<file path="src/modexp_pkg.sv">
// ====================================================================
// shared word types, product select and state encodings
// ====================================================================
`default_nettype none

package modexp_pkg;

	localparam int word_width = 32; // multiply-add unit is built for this

	typedef logic [word_width-1:0] word_t; // one operand word
	typedef logic [2*word_width-1:0] dword_t; // {carry, sum} of a multiply-add

	// which montgomery product is wanted
	typedef enum logic [1:0] {
		sel_to_mont, // m * t
		sel_square, // c_bar * c_bar
		sel_multiply, // c_bar * m_bar
		sel_from_mont // 1 * c_bar
	} op_sel_t;

	typedef enum logic [2:0] {
		es_idle,
		es_load, // word load handshake
		es_to_mont,
		es_find_one, // leading one of e
		es_square,
		es_multiply,
		es_from_mont,
		es_output // result handshake
	} exp_state_t;

	// cios steps
	typedef enum logic [2:0] {
		ms_idle,
		ms_mul_row, // v += x[i] * y
		ms_fold_top, // fold carry into v[s], v[s+1]
		ms_get_q, // q = v[0] * n0'
		ms_reduce_row, // v = (v + q * n) >> w
		ms_shift_top, // v[s-1] = v[s] + c
		ms_carry_top, // v[s] = v[s+1] + c
		ms_finish
	} mont_state_t;

endpackage

`default_nettype wire

</file>
<file path="src/exp_controller.sv">
// ====================================================================
// load handshake, square-and-multiply schedule, result handshake
// ====================================================================
`timescale 1ns/1ps
`default_nettype none

module exp_controller #(
	parameter int num_words = 32
) (
	input logic clk,
	input logic reset,
	input logic word_req,
	output logic word_ack,
	output logic res_req,
	input logic res_ack,
	output logic busy,
	output logic load_en,
	output logic [$clog2(num_words)-1:0] load_idx,
	output logic c_init,
	output logic [$clog2(num_words*modexp_pkg::word_width)-1:0] e_bit_idx,
	input logic e_bit,
	output logic [$clog2(num_words)-1:0] res_idx,
	output logic start,
	input logic done,
	output modexp_pkg::op_sel_t op_sel
);

	localparam int iw = $clog2(num_words);
	localparam int bw = $clog2(num_words*modexp_pkg::word_width);
	localparam logic [iw-1:0] last_idx = iw'(num_words - 1);
	localparam logic [bw-1:0] top_bit = bw'(num_words*modexp_pkg::word_width - 1);

	modexp_pkg::exp_state_t state;
	logic [bw-1:0] bit_idx; // current exponent bit
	logic res_wait; // waiting for res_ack to fall
	logic last_bit;

	assign last_bit = (bit_idx == '0);
	assign e_bit_idx = bit_idx;
	assign load_en = (state == modexp_pkg::es_load) && word_req && !word_ack;

	always_ff @(posedge clk or posedge reset) begin
		if (reset) begin
			state <= modexp_pkg::es_idle;
			word_ack <= 1'b0;
			res_req <= 1'b0;
			busy <= 1'b0;
			start <= 1'b0;
			c_init <= 1'b0;
			op_sel <= modexp_pkg::sel_to_mont;
			load_idx <= '0;
			res_idx <= '0;
			bit_idx <= '0;
			res_wait <= 1'b0;
		end else begin
			start <= 1'b0; // one cycle pulses
			c_init <= 1'b0;
			case (state)
				modexp_pkg::es_idle: begin
					if (word_req) begin // first request starts a run
						state <= modexp_pkg::es_load;
						load_idx <= '0;
					end
				end
				modexp_pkg::es_load: begin
					if (load_en) begin // word captured this edge
						word_ack <= 1'b1;
						busy <= 1'b1;
					end else if (word_ack && !word_req) begin
						word_ack <= 1'b0;
						load_idx <= load_idx + 1'b1;
						if (load_idx == last_idx) begin
							state <= modexp_pkg::es_to_mont;
							op_sel <= modexp_pkg::sel_to_mont;
							start <= 1'b1;
							c_init <= 1'b1; // c_bar = r
							bit_idx <= top_bit;
						end
					end
				end
				modexp_pkg::es_to_mont: begin
					if (done)
						state <= modexp_pkg::es_find_one;
				end
				modexp_pkg::es_find_one: begin // one bit per cycle from the top
					if (e_bit) begin
						state <= modexp_pkg::es_square;
						op_sel <= modexp_pkg::sel_square;
						start <= 1'b1;
					end else if (last_bit) begin // e is zero
						state <= modexp_pkg::es_from_mont;
						op_sel <= modexp_pkg::sel_from_mont;
						start <= 1'b1;
					end else begin
						bit_idx <= bit_idx - 1'b1;
					end
				end
				modexp_pkg::es_square, modexp_pkg::es_multiply: begin
					if (done) begin
						start <= 1'b1; // every branch launches a product
						if (state == modexp_pkg::es_square && e_bit) begin
							state <= modexp_pkg::es_multiply;
							op_sel <= modexp_pkg::sel_multiply;
						end else if (last_bit) begin
							state <= modexp_pkg::es_from_mont;
							op_sel <= modexp_pkg::sel_from_mont;
						end else begin
							bit_idx <= bit_idx - 1'b1;
							state <= modexp_pkg::es_square;
							op_sel <= modexp_pkg::sel_square;
						end
					end
				end
				modexp_pkg::es_from_mont: begin
					if (done) begin
						state <= modexp_pkg::es_output;
						res_idx <= '0;
					end
				end
				default: begin // output
					if (!res_req && !res_wait) begin
						res_req <= 1'b1; // store loads res_word on this same edge
					end else if (res_req && res_ack) begin
						res_req <= 1'b0;
						res_wait <= 1'b1;
					end else if (res_wait && !res_ack) begin
						res_wait <= 1'b0;
						res_idx <= res_idx + 1'b1;
						if (res_idx == last_idx) begin
							state <= modexp_pkg::es_idle;
							busy <= 1'b0;
						end
					end
				end
			endcase
		end
	end

endmodule

`default_nettype wire

</file>
<file path="config.mk">
export PLATFORM = sky130hd
export DESIGN_NAME = exp_controller
export DESIGN_NICKNAME = d
export VERILOG_FILES = /design/src/modexp_pkg.sv /design/src/exp_controller.sv
export SDC_FILE = /design/constraint.sdc
export NUM_CORES = 1
export LEC_CHECK = 0
export BUFFER_PORTS_ARGS = -buffer_cell sky130_fd_sc_hd__buf_2
export CAP_MARGIN = 15
export CORE_UTILIZATION = 40
export DETAILED_ROUTE_END_ITERATION = 12
export PLACE_DENSITY_LB_ADDON = 0.25
export SLEW_MARGIN = 10
export SYNTH_ARGS = -nofsm -noshare
export SYNTH_HDL_FRONTEND = slang
export SYNTH_SLANG_ARGS = --single-unit
export TNS_END_PERCENT = 1
</file>
<file path="constraint.sdc">
create_clock -name clk -period 4.7 [get_ports clk]
set_clock_uncertainty 0.05 [all_clocks]
set_input_delay 0.47 -clock clk [delete_from_list [all_inputs] [get_ports clk]]
set_output_delay 0.47 -clock clk [all_outputs]
set_load 0.005 [all_outputs]
</file>
After elaboration in Yosys (flattened, before gate mapping)
Cells that the tools add are included.
Widths: inputs -> output; s select.
{ "op_classes": {"addsub": 3, "n_mul": 0, "div": 0, "order_cmp": 0, "eq_ne": 25, "n_shift": 0, "muxes": 62, "bitwise_logic": 4, "n_reduce_logical": 37} }
{ "ops": {"columns": ["cell", "n"], "rows": [
  ["$mux 10", 7],
  ["$mux 3", 13],
  ["$mux 5", 7],
  ["$pmux 10 s3", 1],
  ["$mux 2", 10],
  ["$ne 2x2->1 const B", 10],
  ["$pmux 5 s2", 2],
  ["$mux 1", 18],
  ["$pmux 3 s6", 1],
  ["$ne 7x2->1 const B", 2],
  ["$reduce_bool 2->1", 7],
  ["$reduce_bool 7->1", 2],
  ["$reduce_and 12->1", 1],
  ["$reduce_and 6->1", 2],
  ["$reduce_or 6->1", 2],
  ["$add 5x1->5 const B", 2],
  ["$eq 5x5->1 const B", 2],
  ["$logic_not 10->1", 1],
  ["$sub 10x1->10 const B", 1],
  ["$eq 3x3->1 const B", 3],
  ["$ne 2x1->1 const B", 4],
  ["$logic_and 1x1->1", 7],
  ["$reduce_and 7->1", 1],
  ["$reduce_or 7->1", 1],
  ["15 further kinds", 24]
]} }
{ "totals": {"reg_bits": 31, "latchBits": 0, "ramBits": 0, "romBits": 0, "in_bits": 6, "out_inout_bits": 28, "memories": 0} }

Longest topological paths before layout
Gate-level depths: netlist (run 1).
{ "depth": {"ltp_word": 6, "mapped_depth": 8, "mapped_depth_nobuf": 8} }

Least setup slack after synthesis (run 1)
No wires, ideal clock.
{ "synth_timing": {"path_type": "register -> register", "from": "reg load_idx[0]", "to": "reg op_sel[0]", "setup_ns": 0.125, "arrival_time_ns": 2.064, "t_required_ns": 4.525, "setup_slack_ns": 2.461, "stages_incl_launch_ff": 8, "path_buffers": 0, "period_less_slack_ns": 2.239, "path_cell_list": "dfrtp_1 > ha_1 > and3_1 > ha_1 > and3b_1 > o221ai_1 > nand2b_1 > mux2_2"} }
{ "synth_between": {"elab_chain_len": 3} }
{ "synth_rtl": {"columns": ["item", "line", "text"], "rows": [
  ["start, declared", "exp_controller.sv:18", "output logic [$clog2(num_words)-1:0] load_idx,"],
  ["start signal, assigned", "exp_controller.sv:71", "load_idx <= load_idx + 1'b1;"],
  ["$eq 5x5->1", "exp_controller.sv:72", "if (load_idx == last_idx) begin"],
  ["$ne 2x1->1 (no line)", null, null],
  ["$reduce_and 6->1 (no line)", null, null],
  ["end signal, assigned", "exp_controller.sv:74", "op_sel <= modexp_pkg::sel_to_mont;"],
  ["end signal, assigned", "exp_controller.sv:88", "op_sel <= modexp_pkg::sel_square;"],
  ["end signal, assigned", "exp_controller.sv:92", "op_sel <= modexp_pkg::sel_from_mont;"],
  ["end, declared", "exp_controller.sv:25", "output modexp_pkg::op_sel_t op_sel"]
]} }
Every way passes these cells.
A chain may end at the register's enable or synchronous reset.

Worst setup path in the final report (run 1)
{ "layout_timing": {"from": "reg load_idx[0]", "to": "reg bit_idx[9], in the netlist e_bit_idx[9]"} }
{ "layout_between": {"elab_chain_len": 3} }
{ "layout_rtl": {"columns": ["item", "line", "text"], "rows": [
  ["$eq 5x5->1", "exp_controller.sv:72", null],
  ["$ne 2x1->1 (no line)", null, null],
  ["$reduce_and 7->1 (no line)", null, null],
  ["end signal, assigned", "exp_controller.sv:77", "bit_idx <= top_bit;"],
  ["end signal, assigned", "exp_controller.sv:95", "bit_idx <= bit_idx - 1'b1;"],
  ["end signal, assigned", "exp_controller.sv:108", "bit_idx <= bit_idx - 1'b1;"],
  ["end, declared", "exp_controller.sv:34", "logic [bw-1:0] bit_idx;"]
]} }
Every way passes these cells.

==> results of run 1 <==
## critical path, cell delays in order, from the launching register on
cell and delay (ns):
dfrtp_1 0.44, ha_1 0.23, and3_1 0.17, ha_1 0.12
and3b_1 0.19, o221ai_1 0.26, nor4_4 0.60, and2_4 0.27
a31oi_1 0.09
## final cells by class
type | instances | share of cell area [%]
Timing Repair Buffer | 34 | 8.19
Sequential cell | 31 | 36.8
Tap cell | 50 | 2.97
Inverter | 9 | 1.60
Clock inverter | 2 | 1.66
Clock buffer | 6 | 3.92
Multi-Input combinational cell | 150 | 44.9
## flip-flops by register name, summed over array words and instances (netlist names)
signal	flops
e_bit_idx	10
load_idx	5
res_idx	5
state	3
op_sel	2
busy	1
c_init	1
res_req	1
res_wait	1
start	1
word_ack	1
## where the power goes
group | leakage, nW | internal, mW | switching [mW] | total, mW
logic | 0.530 | 0.217 | 0.266 | 0.483
clock network | 0.0612 | 0.171 | 0.102 | 0.273
registers | 0.356 | 0.344 | 0.114 | 0.457
## cell usage in the layout, fill, tap and decap left out, types with 2 or more instances in the layout
master | synthesis | layout
buf_2 | 3 | 33
dfrtp_1 | 31 | 31
nand2_1 | 21 | 21
nor2_1 | 20 | 20
o21ai_0 | 19 | 19
a21oi_1 | 15 | 15
inv_1 | 9 | 9
a31oi_1 | 6 | 6
and3_1 | 6 | 6
ha_1 | 6 | 6
clkbuf_8 | 0 | 6
nand2b_1 | 5 | 5
nand3_1 | 5 | 5
mux2_2 | 4 | 4
o21ai_1 | 3 | 3
nor3_1 | 3 | 3
nor2b_1 | 3 | 3
nand4_1 | 3 | 3
or4_1 | 2 | 2
nand3b_1 | 2 | 2
or4b_1 | 2 | 2
and3b_1 | 2 | 2
or2_2 | 2 | 2
o22a_1 | 2 | 2
nor3b_1 | 2 | 2
xor2_1 | 2 | 2
mux2i_1 | 2 | 2
xnor2_1 | 2 | 2
## cells by family after synthesis
group	synth area share, %
and+or+nand+nor	26.2
AOI/OAI and AO/OA	17.2
xor gates and xnor gates	1.97
buffers and inverters	2.96
adders and majority gates	4.23
DFF	43.7
muxes	3.67
## per-stage QoR
step | area [um2] | hold WS (ns)
after floorplan | 1770 | 0.434
after global placement | 1990 | 0.417
after detailed placement | 1990 | 0.429
after CTS | 2110 | 0.218
after global routing | 2110 | 0.240
final | 2110 | 0.204
## worst max-delay path by stage
| stage | from | to | slack, ns |
|---|---|---|---|
| 2_1_floorplan | load_idx[0]$_DFFE_PP0P_ | op_sel[0]$_DFFE_PP0P_ | 2.46 |
| 3_3_place_gp | load_idx[0]$_DFFE_PP0P_ | e_bit_idx[2]$_DFFE_PP0P_ | 2.27 |
| 3_5_place_dp | load_idx[0]$_DFFE_PP0P_ | e_bit_idx[7]$_DFFE_PP0P_ | 2.18 |
| 4_1_cts | load_idx[0]$_DFFE_PP0P_ | e_bit_idx[9]$_DFFE_PP0P_ | 2.17 |
| 5_1_grt | load_idx[0]$_DFFE_PP0P_ | e_bit_idx[2]$_DFFE_PP0P_ | 1.95 |
| 6_report | load_idx[0]$_DFFE_PP0P_ | e_bit_idx[9]$_DFFE_PP0P_ | 2.15 |
## metal layers
layer	vias to the layer above	share of wire, %	global-route usage (%)
met3	7	4.4	4.11
met5	-	0	0
li1	774	-	-
met1	727	47	23.7
met2	42	47	30.4
met4	0	1.4	7.55
==> impl_metrics.csv, run 1 <==
group,metric,value,unit
setup_path,cp.required,4.81,ns
job,max-cap-violations,0,
sta,slew_viol_final,0,
synthesis,synth_commonest_cells,"dfrtp_1, nand2_1, nor2_1, o21ai_0, a21oi_1",
sta,worst_pin_slew,0.757,ns
cts,cts_tree,"yes",
placement,io_buffers,33,
global_route,grt_antenna_before_repair,0,
worst_hold_path,hold_class,"in2async",
finish,antenna_cells,0,
synthesis,netlist_instances,194,
setup_path,r2r_start,"load_idx[0]$_DFFE_PP0P_",
route,wire_per_inst,13.1,um
synthesis,yosys.area.top_type,"dfrtp_1",
synthesis,synth_ff_type,"dfrtp_1",
setup_path,crit_path_max_fanout,9,
status,outcome,"completed",
sta,setup_violations,0,
finish,ff_latch_area,776,um2
synthesis,synth_nets,206,
cts,post_cts_buffers,0,
cts,clkSinkCount,31,
floorplan,num_io_pins,34,
floorplan,fp.dieArea,4710,um2
cts,clk_latency,0.28,ns
route,drc,0,
route,via_count,1550,
placement,placed_cells,274,
power,p_per_area,575,nW/um2
cts,root_buffer,"clkbuf_8",
synthesis,syn-cell-area,1770,um2
route,ant_nets,0,
setup_path,reg2reg_slack,2.15,ns
power,ir_worst_vdd,0.000225,V
cts,ctsHoldBuffers,0,
route,viasPerCell,5.50,
sta,finalSetupTns,0,ns
sta,final.period_utilization,54.2,%
synthesis,synth_edf_count,0,
finish,final_util,51.2,%
placement,dp_slack,2.18,ns
finish,fillers,389,
synthesis,ys_seq_elements,31,
floorplan,start_util,43.1,%
sta,finalCriticalPeriod,2.55,ns
finish,stdcell_count,282,
global_route,gr-total-overflow,0,
cts,post_cts_resized,0,
setup_path,crit_arrival,2.66,ns
sta,fmax,393,MHz
finish,drive_above_1_share,23.3,%
power,total_power,1.21,mW
synthesis,synth_cell_types,39,
setup_path,setup.worst_path.end_class,"flip-flop",
synthesis,synthTopCellsByArea,"dfrtp_1, o21ai_0, nand2_1, a21oi_1, ha_1",
setup_path,reg2reg_depth,8,
finish,syn_to_final_growth,18.8,%
route,drt_iter0_markers,95,
placement,hpwl,2640,um
setup_path,crit_type,"reg2reg",
floorplan,dieHeight,68.6,um
finish,multi_input_area,946,um2
global_route,grt_pass1_wl,6490,um
cts,ctsHtreeMaxLevel,2,
global_route,grt_max_degree,32,
synthesis,synth_warnings,0,
sta,slew_headroom,49.4,%
placement,gp_congestion,0.761,
cts,cts.clk_slew.worst_paths,0.07,ns
cts,clockBufferDepth,2,
global_route,grt_pass1_vias,1464,
sta,rsz0062_at_grt,"no",
floorplan,die_x,68.6,um
synthesis,synth.most_common_cell,"dfrtp_1",
synthesis,async_reset_ff_share,100,%
setup_path,start_kind,"flip-flop",
route,routed_wl,3690,um
floorplan,rows,23,
sta,setup_ws,2.15,ns
global_route,track_usage,18.6,%
setup_path,timing.rr.end,"e_bit_idx[9]$_DFFE_PP0P_",
power,p_leak,0.947,nW
sta,final_hold_viol_count,0,
synthesis,synth_top_cell_area_share,43.7,%
finish,fin_nets,243,
cts,cts_buffers,5,
route,dr.pass1.iters,4,
floorplan,core,4120,um2
synthesis,syn_area_per_cell,9.15,um2
synthesis,yosysSeqAreaShare,43.7,%
Power figures use the tool's default switching activity.
==> run 2: changes to the inputs <==
==> constraint.sdc (replaced) <==
create_clock -name clk -period 2.5 [get_ports clk]
set_clock_uncertainty 0.05 [all_clocks]
set_input_delay 0.25 -clock clk [delete_from_list [all_inputs] [get_ports clk]]
set_output_delay 0.25 -clock clk [all_outputs]
set_load 0.005 [all_outputs]
==> run 2 against run 1 <==
The flow now finishes with violations (hold timing). Register-to-register slack worse by 1.9 ns. Critical path depth fell by 1. Wire length is 1.8% higher. Clock-buffer cell count is 2 higher. Flip-flop and latch count is the same. Non-clock buffer count up 7. Maximum frequency up 12%. Largest power group unchanged.
==> impl_metrics.csv, run 2 (same netlist as run 1, synthesis figures left out) <==
group,metric,value,unit
floorplan,core,4120,um2
sta,whs,-0.0147,ns
cts,clk_latency,0.28,ns
setup_path,path_buf_inv,1,
floorplan,die_x,68.6,um
floorplan,dieHeight,68.6,um
global_route,grt_antenna_before_repair,0,
sta,slew_viol_final,0,
setup_path,reg2reg_slack,0.23,ns
cts,clockBufferDepth,2,
placement,io_buffers,33,
route,viasPerCell,5.43,
sta,finalCriticalPeriod,2.27,ns
sta,worst_pin_slew,0.477,ns
finish,final_common_cell,"buf_2",
route,wire_per_inst,13.0,um
sta,setup_ws,0.232,ns
sta,slew_headroom,68.0,%
setup_path,crit_type,"reg2reg",
floorplan,start_util,43.1,%
setup_path,crit_chain,"inv_1 > ha_1 > or4b_1 > nor3_1 > o22a_1 > nand2b_1 > mux2_2",
sta,finalSetupTns,0,ns
setup_path,start_kind,"flip-flop",
setup_path,slowest_delay,0.51,ns
sta,rsz0062_at_grt,"no",
finish,final_cell_mix,"buf_2, dfrtp_1, nand2_1",
placement,dp_slack,0.0949,ns
status,violations,"hold timing",
cts,root_buffer,"clkbuf_8",
global_route,grt_pass1_vias,1498,
cts,post_cts_buffers,0,
setup_path,cp.required,2.61,ns
floorplan,rows,23,
global_route,grt_pass1_wl,6420,um
finish,antenna_cells,0,
job,max-cap-violations,0,
placement,gp_congestion,0.792,
finish,fin_nets,250,
cts,cts_buffers,5,
route,dr.pass1.iters,4,
finish,syn_to_final_growth,21.2,%
power,p_leak,0.974,nW
sta,setup_violations,0,
worst_hold_path,hold_class,"in2async",
route,drt_iter0_markers,113,
setup_path,critical_path.top_delay_family,"simple AND/OR/NAND/NOR gates",
cts,cts_tree,"yes",
finish,final_util,52.2,%
global_route,gr-total-overflow,0,
route,routed_wl,3760,um
power,ir_worst_vdd,0.000471,V
cts,clkSinkCount,31,
floorplan,fp.dieArea,4710,um2
global_route,track_usage,18.5,%
finish,fillers,408,
floorplan,num_io_pins,34,
global_route,grt_max_degree,32,
setup_path,slowest_stage,"or4b_1",
finish,drive_above_1_share,25.5,%
route,drc,0,
setup_path,crit_arrival,2.38,ns
route,ant_nets,0,
placement,hpwl,2680,um
cts,ctsHtreeMaxLevel,2,
status,outcome,"complete, but fails checks",
cts,cts.clk_slew.worst_paths,0.07,ns
finish,largest_reg_flops,10,
setup_path,crit_path_max_fanout,4,
sta,final.period_utilization,90.7,%
power,p_per_area,1060,nW/um2
sta,final_hold_viol_count,31,
route,via_count,1569,
setup_path,setup.worst_path.end_class,"flip-flop",
sta,fmax,441,MHz
[run 2: cell count changes in the layout (fill, tap and decap cells not counted), sizes merged]
cell	previous run	this run
clkinv	1	0
bufinv	1	0
buf	34	41
clkbuf	6	8
[run 2: layout make-up]
class                   count  area [um2]  share of cell area [%]
multi-input cells         150         952                    44.3
flip-flops and latches     31         776                    36.1
repair buffers             41         225                    10.5
clock buffers               8         100                    4.66
inverters                   9        33.8                    1.57
well taps                  50        62.6                    2.91
[run 2: worst register-to-register path, stage by stage, from the launching register on]
cell and delay [ns]:
dfrtp_1 0.41, inv_1 0.14, ha_1 0.16, or4b_1 0.51
nor3_1 0.25, o22a_1 0.24, nand2b_1 0.11, mux2_2 0.28
[run 2: where the power goes]
part	leakage [nW]	total, mW	switching (mW)	internal [mW]
combinational	0.567	1.05	0.579	0.473
sequential	0.356	0.801	0.153	0.648
clock	0.0515	0.433	0.182	0.251
total	0.974	2.29	0.914	1.37
[run 2: worst paths after layout]
check	startpoint	endpoint	cells after the start
worst max-delay path	e_bit_idx[0]$_DFFE_PP0P_	op_sel[1]$_DFFE_PP0P_	7
worst min-delay path	reset	e_bit_idx[5]$_DFFE_PP0P_	3
worst max register to register	e_bit_idx[0]$_DFFE_PP0P_	op_sel[1]$_DFFE_PP0P_	7
worst min register to register	busy$_DFFE_PP0P_	busy$_DFFE_PP0P_	1
max in group asynchronous	reset	res_wait$_DFFE_PP0P_	3
min in group clk	res_ack	res_req$_DFFE_PP0P_	2
[run 2: per-layer routing]
layer  wire (um)  track usage [%]  part of all wire [%]  up-vias
met5           0                0                     0        -
met4          61             8.59                   1.6        0
met3         132             3.95                   3.5        7
li1            -                -                     -      786
met2        1750             31.1                    47       32
met1        1810             22.3                    48      744
[run 2: repair_timing]
action | 4_1_cts | 5_1_grt
resized for setup | 0 | 1
hold buffers | 0 | 0
endpoints found under the setup margin | 0 | 9
[run 2: stage by stage]
stage / power [mW] / instance area [um2] / hold slack [ns] / std cells
finish: 2.29 / 2150 / -0.0147 / 289
global route: 2.49 / 2150 / 0.0267 / 289
CTS: 2.30 / 2140 / 0.00403 / 289
detailed placement: 1.86 / 2040 / 0.307 / 281
global placement: 1.84 / 2040 / 0.307 / 281
floorplan: 1.51 / 1770 / 0.303 / 194
